==> src/common/robot_pkg.sv <==
package robot_pkg;

    localparam int PWM_PERIOD = 16;
    localparam int PWM_W      = $clog2(PWM_PERIOD);
    localparam int DUTY_STEP  = 4;
    localparam int DUTY_W     = PWM_W + 1;  // duty reaches the full period.
    localparam int DIST_W     = 8;

    localparam logic [PWM_W-1:0]  PWM_LAST    = PWM_W'(PWM_PERIOD - 1);
    localparam logic [DUTY_W-1:0] DUTY_UNIT   = DUTY_W'(DUTY_STEP);
    localparam logic [DIST_W-1:0] E_STOP_DIST = 8'd20;

    // remote key codes.
    localparam logic [7:0] CODE_CAM     = 8'h0f;
    localparam logic [7:0] CODE_IR      = 8'h13;
    localparam logic [7:0] CODE_IDLE    = 8'h10;
    localparam logic [7:0] CODE_FWD     = 8'h05;
    localparam logic [7:0] CODE_LEFT    = 8'h07;
    localparam logic [7:0] CODE_RIGHT   = 8'h09;
    localparam logic [7:0] CODE_ARC_L   = 8'h04;
    localparam logic [7:0] CODE_ARC_R   = 8'h06;
    localparam logic [7:0] CODE_STOP    = 8'h08;
    localparam logic [7:0] CODE_GEAR_UP = 8'h1a;
    localparam logic [7:0] CODE_GEAR_DN = 8'h1e;

    typedef enum logic [1:0] {IDLE = 2'd0, CAM = 2'd1, IR = 2'd2} drive_mode_e;

    typedef enum logic [1:0] {SEARCH = 2'd0, FOLLOW = 2'd1, PAUSE = 2'd3} cam_state_e;

    typedef enum logic [2:0] {
        STOP, FORWARD, LEFT, RIGHT, ARC_LEFT, ARC_RIGHT
    } drive_cmd_e;

    typedef enum logic [3:0] {
        KEY_NONE, KEY_CAM, KEY_IR, KEY_IDLE, KEY_FWD, KEY_LEFT,
        KEY_RIGHT, KEY_ARC_L, KEY_ARC_R, KEY_STOP, KEY_GEAR_UP, KEY_GEAR_DN
    } key_op_e;

    typedef enum logic [2:0] {
        DIR_NONE = 3'd0, DIR_LEFT = 3'd1, DIR_RIGHT = 3'd2, DIR_AHEAD = 3'd3
    } cam_dir_e;

    typedef struct packed {
        logic       orange;
        cam_dir_e   dir;
        logic [1:0] speed;  // 0 slow, 1 medium, 2 fast.
    } cam_in_t;

    typedef struct packed {
        drive_cmd_e cmd;
        logic       gear_up;
        logic       gear_dn;
        logic [1:0] cam_gear;
        logic       cam_active;
    } drive_req_t;

    typedef struct packed {
        logic en_l;
        logic dir_l;  // 1 is forward.
        logic en_r;
        logic dir_r;
    } motor_out_t;

    typedef struct packed {
        drive_mode_e mode;
        drive_cmd_e  cmd;
        logic [1:0]  gear;
    } status_t;

endpackage

==> src/design/drive_mode_fsm.sv <==
`timescale 1ns/1ns

module drive_mode_fsm (
    input  logic                         CLOCK_50,
    input  logic                         rst_n,
    input  logic                         key_valid,
    input  logic [7:0]                   key_code,
    input  robot_pkg::cam_in_t           cam,
    input  logic [robot_pkg::DIST_W-1:0] distance,
    output robot_pkg::drive_req_t        req,
    output robot_pkg::drive_mode_e       mode
);

    robot_pkg::key_op_e     key_op;
    robot_pkg::drive_mode_e mode_next;
    robot_pkg::cam_state_e  cam_state;
    robot_pkg::cam_state_e  cam_state_next;
    robot_pkg::drive_cmd_e  ir_cmd;
    robot_pkg::drive_cmd_e  ir_cmd_next;
    robot_pkg::drive_cmd_e  cmd_next;
    logic [1:0]             cam_gear_next;
    logic                   e_stop;

    always_comb begin
        key_op = robot_pkg::KEY_NONE;
        if (key_valid) begin
            case (key_code)
                robot_pkg::CODE_CAM:     key_op = robot_pkg::KEY_CAM;
                robot_pkg::CODE_IR:      key_op = robot_pkg::KEY_IR;
                robot_pkg::CODE_IDLE:    key_op = robot_pkg::KEY_IDLE;
                robot_pkg::CODE_FWD:     key_op = robot_pkg::KEY_FWD;
                robot_pkg::CODE_LEFT:    key_op = robot_pkg::KEY_LEFT;
                robot_pkg::CODE_RIGHT:   key_op = robot_pkg::KEY_RIGHT;
                robot_pkg::CODE_ARC_L:   key_op = robot_pkg::KEY_ARC_L;
                robot_pkg::CODE_ARC_R:   key_op = robot_pkg::KEY_ARC_R;
                robot_pkg::CODE_STOP:    key_op = robot_pkg::KEY_STOP;
                robot_pkg::CODE_GEAR_UP: key_op = robot_pkg::KEY_GEAR_UP;
                robot_pkg::CODE_GEAR_DN: key_op = robot_pkg::KEY_GEAR_DN;
                default:                 key_op = robot_pkg::KEY_NONE;
            endcase
        end
    end

    assign e_stop = (mode == robot_pkg::IR) && (distance < robot_pkg::E_STOP_DIST);

    always_comb begin
        case (mode)
            robot_pkg::IDLE:
                mode_next = (key_op == robot_pkg::KEY_CAM) ? robot_pkg::CAM :
                            (key_op == robot_pkg::KEY_IR)  ? robot_pkg::IR  : robot_pkg::IDLE;
            robot_pkg::CAM:
                mode_next = (key_op == robot_pkg::KEY_IR)   ? robot_pkg::IR   :
                            (key_op == robot_pkg::KEY_IDLE) ? robot_pkg::IDLE : robot_pkg::CAM;
            robot_pkg::IR:
                mode_next = e_stop                          ? robot_pkg::IDLE :  // beats keys.
                            (key_op == robot_pkg::KEY_CAM)  ? robot_pkg::CAM  :
                            (key_op == robot_pkg::KEY_IDLE) ? robot_pkg::IDLE : robot_pkg::IR;
            default:
                mode_next = robot_pkg::IDLE;
        endcase
    end

    always_comb begin
        if (mode_next != robot_pkg::CAM) begin
            cam_state_next = robot_pkg::PAUSE;
        end else if (mode != robot_pkg::CAM) begin
            cam_state_next = robot_pkg::SEARCH;
        end else begin
            case (cam_state)
                robot_pkg::SEARCH:
                    cam_state_next = cam.orange ? robot_pkg::FOLLOW : robot_pkg::SEARCH;
                robot_pkg::FOLLOW:
                    cam_state_next = cam.orange ? robot_pkg::FOLLOW : robot_pkg::SEARCH;
                default:
                    cam_state_next = robot_pkg::SEARCH;
            endcase
        end
    end

    // remote command holds until the next direction key.
    always_comb begin
        ir_cmd_next = ir_cmd;
        if (mode_next != robot_pkg::IR) begin
            ir_cmd_next = robot_pkg::STOP;
        end else begin
            case (key_op)
                robot_pkg::KEY_FWD:   ir_cmd_next = robot_pkg::FORWARD;
                robot_pkg::KEY_LEFT:  ir_cmd_next = robot_pkg::LEFT;
                robot_pkg::KEY_RIGHT: ir_cmd_next = robot_pkg::RIGHT;
                robot_pkg::KEY_ARC_L: ir_cmd_next = robot_pkg::ARC_LEFT;
                robot_pkg::KEY_ARC_R: ir_cmd_next = robot_pkg::ARC_RIGHT;
                robot_pkg::KEY_STOP:  ir_cmd_next = robot_pkg::STOP;
                default:              ir_cmd_next = ir_cmd;
            endcase
        end
    end

    always_comb begin
        cmd_next      = robot_pkg::STOP;
        cam_gear_next = 2'd0;  // turns run in first gear.
        case (mode_next)
            robot_pkg::CAM: begin
                if (cam_state_next == robot_pkg::FOLLOW) begin
                    case (cam.dir)
                        robot_pkg::DIR_LEFT:  cmd_next = robot_pkg::LEFT;
                        robot_pkg::DIR_RIGHT: cmd_next = robot_pkg::RIGHT;
                        robot_pkg::DIR_AHEAD: begin
                            cmd_next      = robot_pkg::FORWARD;
                            cam_gear_next = cam.speed;
                        end
                        default:              cmd_next = robot_pkg::STOP;
                    endcase
                end else begin
                    cmd_next = robot_pkg::RIGHT;  // spin in place to search.
                end
            end
            robot_pkg::IR: cmd_next = ir_cmd_next;
            default:       cmd_next = robot_pkg::STOP;
        endcase
    end

    always_ff @(posedge CLOCK_50 or negedge rst_n) begin
        if (!rst_n) begin
            mode           <= robot_pkg::IDLE;
            cam_state      <= robot_pkg::PAUSE;
            ir_cmd         <= robot_pkg::STOP;
            req.cmd        <= robot_pkg::STOP;
            req.gear_up    <= 1'b0;
            req.gear_dn    <= 1'b0;
            req.cam_gear   <= 2'd0;
            req.cam_active <= 1'b0;
        end else begin
            mode           <= mode_next;
            cam_state      <= cam_state_next;
            ir_cmd         <= ir_cmd_next;
            req.cmd        <= cmd_next;
            req.gear_up    <= (key_op == robot_pkg::KEY_GEAR_UP);
            req.gear_dn    <= (key_op == robot_pkg::KEY_GEAR_DN);
            req.cam_gear   <= cam_gear_next;
            req.cam_active <= (mode_next == robot_pkg::CAM);
        end
    end

    mode_legal_a: assert property (@(posedge CLOCK_50) disable iff (!rst_n)
        mode inside {robot_pkg::IDLE, robot_pkg::CAM, robot_pkg::IR})
        else $error("mode out of range: %0d", mode);

    e_stop_a: assert property (@(posedge CLOCK_50) disable iff (!rst_n)
        e_stop |=> (mode == robot_pkg::IDLE))
        else $error("obstacle in remote mode did not stop the car");

endmodule

==> src/design/pwm_timer.sv <==
`timescale 1ns/1ns

module pwm_timer (
    input  logic                        CLOCK_50,
    input  logic                        rst_n,
    output logic [robot_pkg::PWM_W-1:0] pwm_count,
    output logic                        period_start
);

    // free-running, wraps after the last count of a period.
    always_ff @(posedge CLOCK_50 or negedge rst_n) begin
        if (!rst_n) begin
            pwm_count <= '0;
        end else if (pwm_count == robot_pkg::PWM_LAST) begin
            pwm_count <= '0;
        end else begin
            pwm_count <= pwm_count + 1'b1;
        end
    end

    assign period_start = (pwm_count == '0);  // first count of a period.

endmodule

==> src/motor/motor_drive.sv <==
`timescale 1ns/1ns

module motor_drive (
    input  logic                        CLOCK_50,
    input  logic                        rst_n,
    input  robot_pkg::drive_req_t       req,
    input  logic [robot_pkg::PWM_W-1:0] pwm_count,
    input  logic                        period_start,
    output robot_pkg::motor_out_t       motors,
    output logic [1:0]                  gear
);

    typedef struct packed {
        logic [robot_pkg::DUTY_W-1:0] duty;
        logic                         fwd;
    } wheel_t;

    logic [1:0]                   gear_next;
    logic [1:0]                   gear_eff;
    logic [robot_pkg::DUTY_W-1:0] gear_ext;
    logic [robot_pkg::DUTY_W-1:0] duty_full;
    logic [robot_pkg::DUTY_W-1:0] duty_half;
    wheel_t                       left_next;
    wheel_t                       right_next;
    wheel_t                       left_pend;   // one cycle behind req.
    wheel_t                       right_pend;
    wheel_t                       left_act;    // in force for this period.
    wheel_t                       right_act;
    wheel_t                       left_sel;
    wheel_t                       right_sel;

    always_comb begin
        gear_next = gear;
        if (req.gear_up && gear != 2'd3) begin
            gear_next = gear + 2'd1;
        end else if (req.gear_dn && gear != 2'd0) begin
            gear_next = gear - 2'd1;
        end
    end

    assign gear_eff  = req.cam_active ? req.cam_gear : gear_next;
    assign gear_ext  = {{(robot_pkg::DUTY_W - 2){1'b0}}, gear_eff};
    assign duty_full = robot_pkg::DUTY_UNIT * (gear_ext + 1'b1);
    assign duty_half = duty_full >> 1;

    always_comb begin
        left_next  = '{duty: duty_full, fwd: 1'b1};
        right_next = '{duty: duty_full, fwd: 1'b1};
        case (req.cmd)
            robot_pkg::FORWARD:   left_next.fwd   = 1'b1;
            robot_pkg::LEFT:      left_next.fwd   = 1'b0;  // left wheel backs up.
            robot_pkg::RIGHT:     right_next.fwd  = 1'b0;
            robot_pkg::ARC_LEFT:  left_next.duty  = duty_half;
            robot_pkg::ARC_RIGHT: right_next.duty = duty_half;
            default: begin
                left_next.duty  = '0;
                right_next.duty = '0;
            end
        endcase
    end

    // new values take over only at the start of a period.
    assign left_sel  = period_start ? left_pend : left_act;
    assign right_sel = period_start ? right_pend : right_act;

    always_ff @(posedge CLOCK_50 or negedge rst_n) begin
        if (!rst_n) begin
            gear       <= 2'd0;
            left_pend  <= '{duty: '0, fwd: 1'b1};
            right_pend <= '{duty: '0, fwd: 1'b1};
            left_act   <= '{duty: '0, fwd: 1'b1};
            right_act  <= '{duty: '0, fwd: 1'b1};
            motors     <= '{en_l: 1'b0, dir_l: 1'b1, en_r: 1'b0, dir_r: 1'b1};
        end else begin
            gear         <= gear_next;
            left_pend    <= left_next;
            right_pend   <= right_next;
            left_act     <= left_sel;
            right_act    <= right_sel;
            motors.en_l  <= ({1'b0, pwm_count} < left_sel.duty);
            motors.dir_l <= left_sel.fwd;
            motors.en_r  <= ({1'b0, pwm_count} < right_sel.duty);
            motors.dir_r <= right_sel.fwd;
        end
    end

    gear_sat_a: assert property (@(posedge CLOCK_50) disable iff (!rst_n)
        ((req.gear_up && gear == 2'd3) || (req.gear_dn && gear == 2'd0)) |=> $stable(gear))
        else $error("gear wrapped past its limit: %0d", gear);

endmodule

==> src/design/robot_car_top.sv <==
`timescale 1ns/1ns

module robot_car_top (
    input  logic                         CLOCK_50,
    input  logic                         rst_n,
    input  logic                         key_valid,
    input  logic [7:0]                   key_code,
    input  robot_pkg::cam_in_t           cam,
    input  logic [robot_pkg::DIST_W-1:0] distance,
    output robot_pkg::motor_out_t        motors,
    output robot_pkg::status_t           status
);

    robot_pkg::drive_req_t       req;
    robot_pkg::drive_mode_e      mode;
    logic [robot_pkg::PWM_W-1:0] pwm_count;
    logic                        period_start;
    logic [1:0]                  gear;

    drive_mode_fsm fsm_i (
        .CLOCK_50  (CLOCK_50),
        .rst_n     (rst_n),
        .key_valid (key_valid),
        .key_code  (key_code),
        .cam       (cam),
        .distance  (distance),
        .req       (req),
        .mode      (mode)
    );

    pwm_timer timer_i (
        .CLOCK_50     (CLOCK_50),
        .rst_n        (rst_n),
        .pwm_count    (pwm_count),
        .period_start (period_start)
    );

    motor_drive motor_i (
        .CLOCK_50     (CLOCK_50),
        .rst_n        (rst_n),
        .req          (req),
        .pwm_count    (pwm_count),
        .period_start (period_start),
        .motors       (motors),
        .gear         (gear)
    );

    assign status = '{mode: mode, cmd: req.cmd, gear: gear};

endmodule

==> config.mk <==
export PLATFORM = sky130hd
export DESIGN_NAME = robot_car_top
export DESIGN_NICKNAME = d
export VERILOG_FILES = /design/src/common/robot_pkg.sv /design/src/design/drive_mode_fsm.sv /design/src/design/pwm_timer.sv /design/src/motor/motor_drive.sv /design/src/design/robot_car_top.sv
export SDC_FILE = /design/constraint.sdc
export NUM_CORES = 1
export LEC_CHECK = 0
export BUFFER_PORTS_ARGS = -buffer_cell sky130_fd_sc_hd__buf_2
export CAP_MARGIN = 5
export CORE_ASPECT_RATIO = 0.9
export CORE_MARGIN = 2
export CORE_UTILIZATION = 36
export DETAILED_ROUTE_END_ITERATION = 8
export PLACE_DENSITY = 0.57
export SETUP_SLACK_MARGIN = 0.05
export SYNTH_ARGS = -nofsm -noshare
export SYNTH_HDL_FRONTEND = slang
export SYNTH_SLANG_ARGS = --single-unit
==> constraint.sdc <==
create_clock -name CLOCK_50 -period 3.11 [get_ports CLOCK_50]
set_clock_uncertainty 0.2 [all_clocks]
set_input_delay 0.1555 -clock CLOCK_50 [delete_from_list [all_inputs] [get_ports CLOCK_50]]
set_output_delay 0.1555 -clock CLOCK_50 [all_outputs]
set_load 0.005 [all_outputs]
==> flow_summary.ini <==
[timing]
post-route-period-util_pct = 85.5
rsz0062_at_grt = false
hold_violations = 0
fin_crit_ps = 2660
hold_ws_ps = 46.8
finalSetupViolCount = 0
slew_violations = 0
maxSlewHeadroom_pct = 36.8
fin_tns_setup_ps = 0
timing.fmax_mhz = 376
worst_slew_pin_slew_ps = 948

[logic_synthesis]
syn_avg_cell_area_um2 = 10.8
async_flop_share_pct = 100
synth_edf_count = 0
synth_top_area_share_pct = 41.2
synth_cell_types = 49
netlist_area_um2 = 2370
ys_warn_count = 0
syn_inst = 220
yosys-top-cells-area = dfrtp_1 41%, ha_1 9.5%, dfstp_2 5.5%
synth_nets = 263
synthFlopType = dfrtp_1
synth.largest_area_cell = dfrtp_1
ys_seq_elements = 44
seq_area_frac_synth_pct = 46.8

[worst_setup_path]
r2r_slack_ps = 510
crit_required_ps = 3130
reg2regPathDepth = 9
cp_data_arrival_time_ps = 2680
crit_type = in2reg
path_max_fanout = 4
end_kind = register
r2r_end = motor_i.right_pend[3]$_DFF_PN0_
startpoint_type = primary input
reg2reg_from = motor_i.gear[0]$_DFF_PN0_

[global_routing]
grt-busiest-layer = met1
grt_max_degree = 45
use_met3_pct = 3.05
first_global_vias = 1557
grt_use_total_pct = 12.7
antenna_found_initial = 0
grtUsageMet1_pct = 18.9
grt_pass1_wl_mm = 7.24
grt_util_met2_pct = 18.3
grt_overflow = 0

[place]
place.detailed.hpwl_mm = 3.17
placed_cell_area_um2 = 2600
io_buffers = 33
routabilityCongestion = 0.798

[detailed_routing]
drtAntennaViolNets = 0
wirelength_mm = 4.19
drt_iter0_drc = 56
vias_per_cell = 4.81
avgRoutedWirePerCell_um = 12.1
firstDrtPassIters = 4
drc = 0
num_vias = 1669

[floorplanning]
initial_core_util_pct = 36.5
die_area_um2 = 7240
die_h_um = 80.9
die_w_um = 89.5
pin_count = 36
core_area_um2 = 6480
fp-row-count = 28

[clocking]
cts_max_path_buffers = 2
cts_tree = done
clock-root-buffer = clkbuf_8
cts_setup_buffers = 0
cts_made_buffers = 5
numClockSinks = 44
clk_latency_ps = 290
htree_levels = 2
clk_pin_slew_ps = 80

[hold_path]
hold_path_end = fsm_i.mode[1]$_DFF_PN0_
hold_path_depth = 4
hp-class = in2reg
hold_start = distance[5]

[finish]
nNetsFinal = 299
drive_above_1_share_pct = 23.3
mostFrequentLayoutCells = 39 x dfrtp_1, 33 x buf_2, 19 x inv_1, 18 x ha_1, 12 x nor2_1
antenna_cells = 0
fillers = 623
final_common_cell = dfrtp_1
final_area_um2 = 2760
syn2layout_area_growth_pct = 16.8

[power]
power_density_nw_per_um2 = 529
total_leakage_power_nw = 1.39
report.power.total_w = 0.00146
peakVddDrop_mv = 0.213

[job]
drv_cap = 0

[run_status]
status = finished clean
-- kinds of logic (layout without fill, tap and decap cells) --
family,count (synthesis),in the layout,synth area share [%]
xor+xnor,3,3,1.11
fa+ha+maj,18,18,9.51
compound gates,44,44,13.4
mux,15,15,6.77
flops,44,44,46.8
simple gates,68,68,16.8
buf+inv,28,65,5.71
-- sequential cells by signal (all words and copies together) (netlist names) --
name,cells
fsm_i.cam_state,1
motor_i.left_pend,5
motor_i.motors,4
motor_i.right_pend,5
motor_i.gear,2
motor_i.left_act,5
fsm_i.req,8
fsm_i.mode,2
timer_i.pwm_count,4
fsm_i.ir_cmd,3
motor_i.right_act,5
-- cell type report --
type / instances / area (um^2) / share of cell area [%]
tap: 90 / 113 / 4.07
sequential: 44 / 1110 / 40.1
multi-input combinational: 148 / 1130 / 40.9
clock buffer: 6 / 72.6 / 2.63
clock inverter: 2 / 60.1 / 2.17
timing repair buffer: 38 / 210 / 7.61
inverter: 19 / 71.3 / 2.58
-- per-layer routing --
| layer | share of wire, % | vias to the layer above |
|---|---|---|
| li1 | - | 852 |
| met1 | 54 | 785 |
| met2 | 42 | 30 |
| met3 | 3.8 | 2 |
| met4 | 0.41 | 0 |
| met5 | 0 | - |
-- cells in the mapped netlist, drive strengths merged (4+ instances only) --
library cell and number:
nor3 4, a21o 5, buf 9, nand2 10, ha 18, dfrtp 39
a21oi 8, o211ai 4, dfstp 5, nor2b 6, nor2 12, inv 19
o21ai 6, and2 4, mux2 8, nand2b 8, mux2i 7, nand3 5
-- critical path, stage by stage --
cell	delay, ps
buf_2	120
inv_1	100
ha_1	220
or4bb_1	520
o211a_1	180
nand2_1	90
a21oi_1	90
nor3b_1	230
o21a_1	190
ha_1	210
and2_1	180
nand4_1	120
o211ai_1	140
nor2b_1	150
-- per-stage QoR --
stage	cells	setup WS [ps]	util, %
after global placement	336	216	40.1
after floorplan	220	508	-
after detailed placement	336	167	40.1
final	347	452	42.6
after CTS	347	454	42.6
after global routing	347	180	42.6
-- worst max path at each step --
stage	slack [ps]	from	cells past startpoint	end
final	450	key_code[0]	14	fsm_i.req[7]$_DFF_PN0_
after global placement	220	key_code[0]	14	fsm_i.req[6]$_DFF_PN0_
after floorplan	510	key_code[0]	13	fsm_i.req[6]$_DFF_PN0_
after global routing	180	key_code[0]	14	fsm_i.req[7]$_DFF_PN0_
after detailed placement	170	key_code[0]	14	fsm_i.req[7]$_DFF_PN0_
after CTS	450	key_code[0]	14	fsm_i.req[7]$_DFF_PN0_
-- report_power, final --
group / leakage, nW / switching [W] / internal (W)
sequential: 0.590 / 0.0000378 / 0.000640
clock: 0.0654 / 0.000188 / 0.000321
combinational: 0.730 / 0.000145 / 0.000128
total: 1.39 / 0.000371 / 0.00109
-- timing repair --
| action | in CTS | in global routing |
|---|---|---|
| hold buffers | 3 | 0 |
| gates resized for setup | 0 | 0 |
| endpoints found under the hold margin | 41 | 0 |
(Power assumes the default switching activity.)
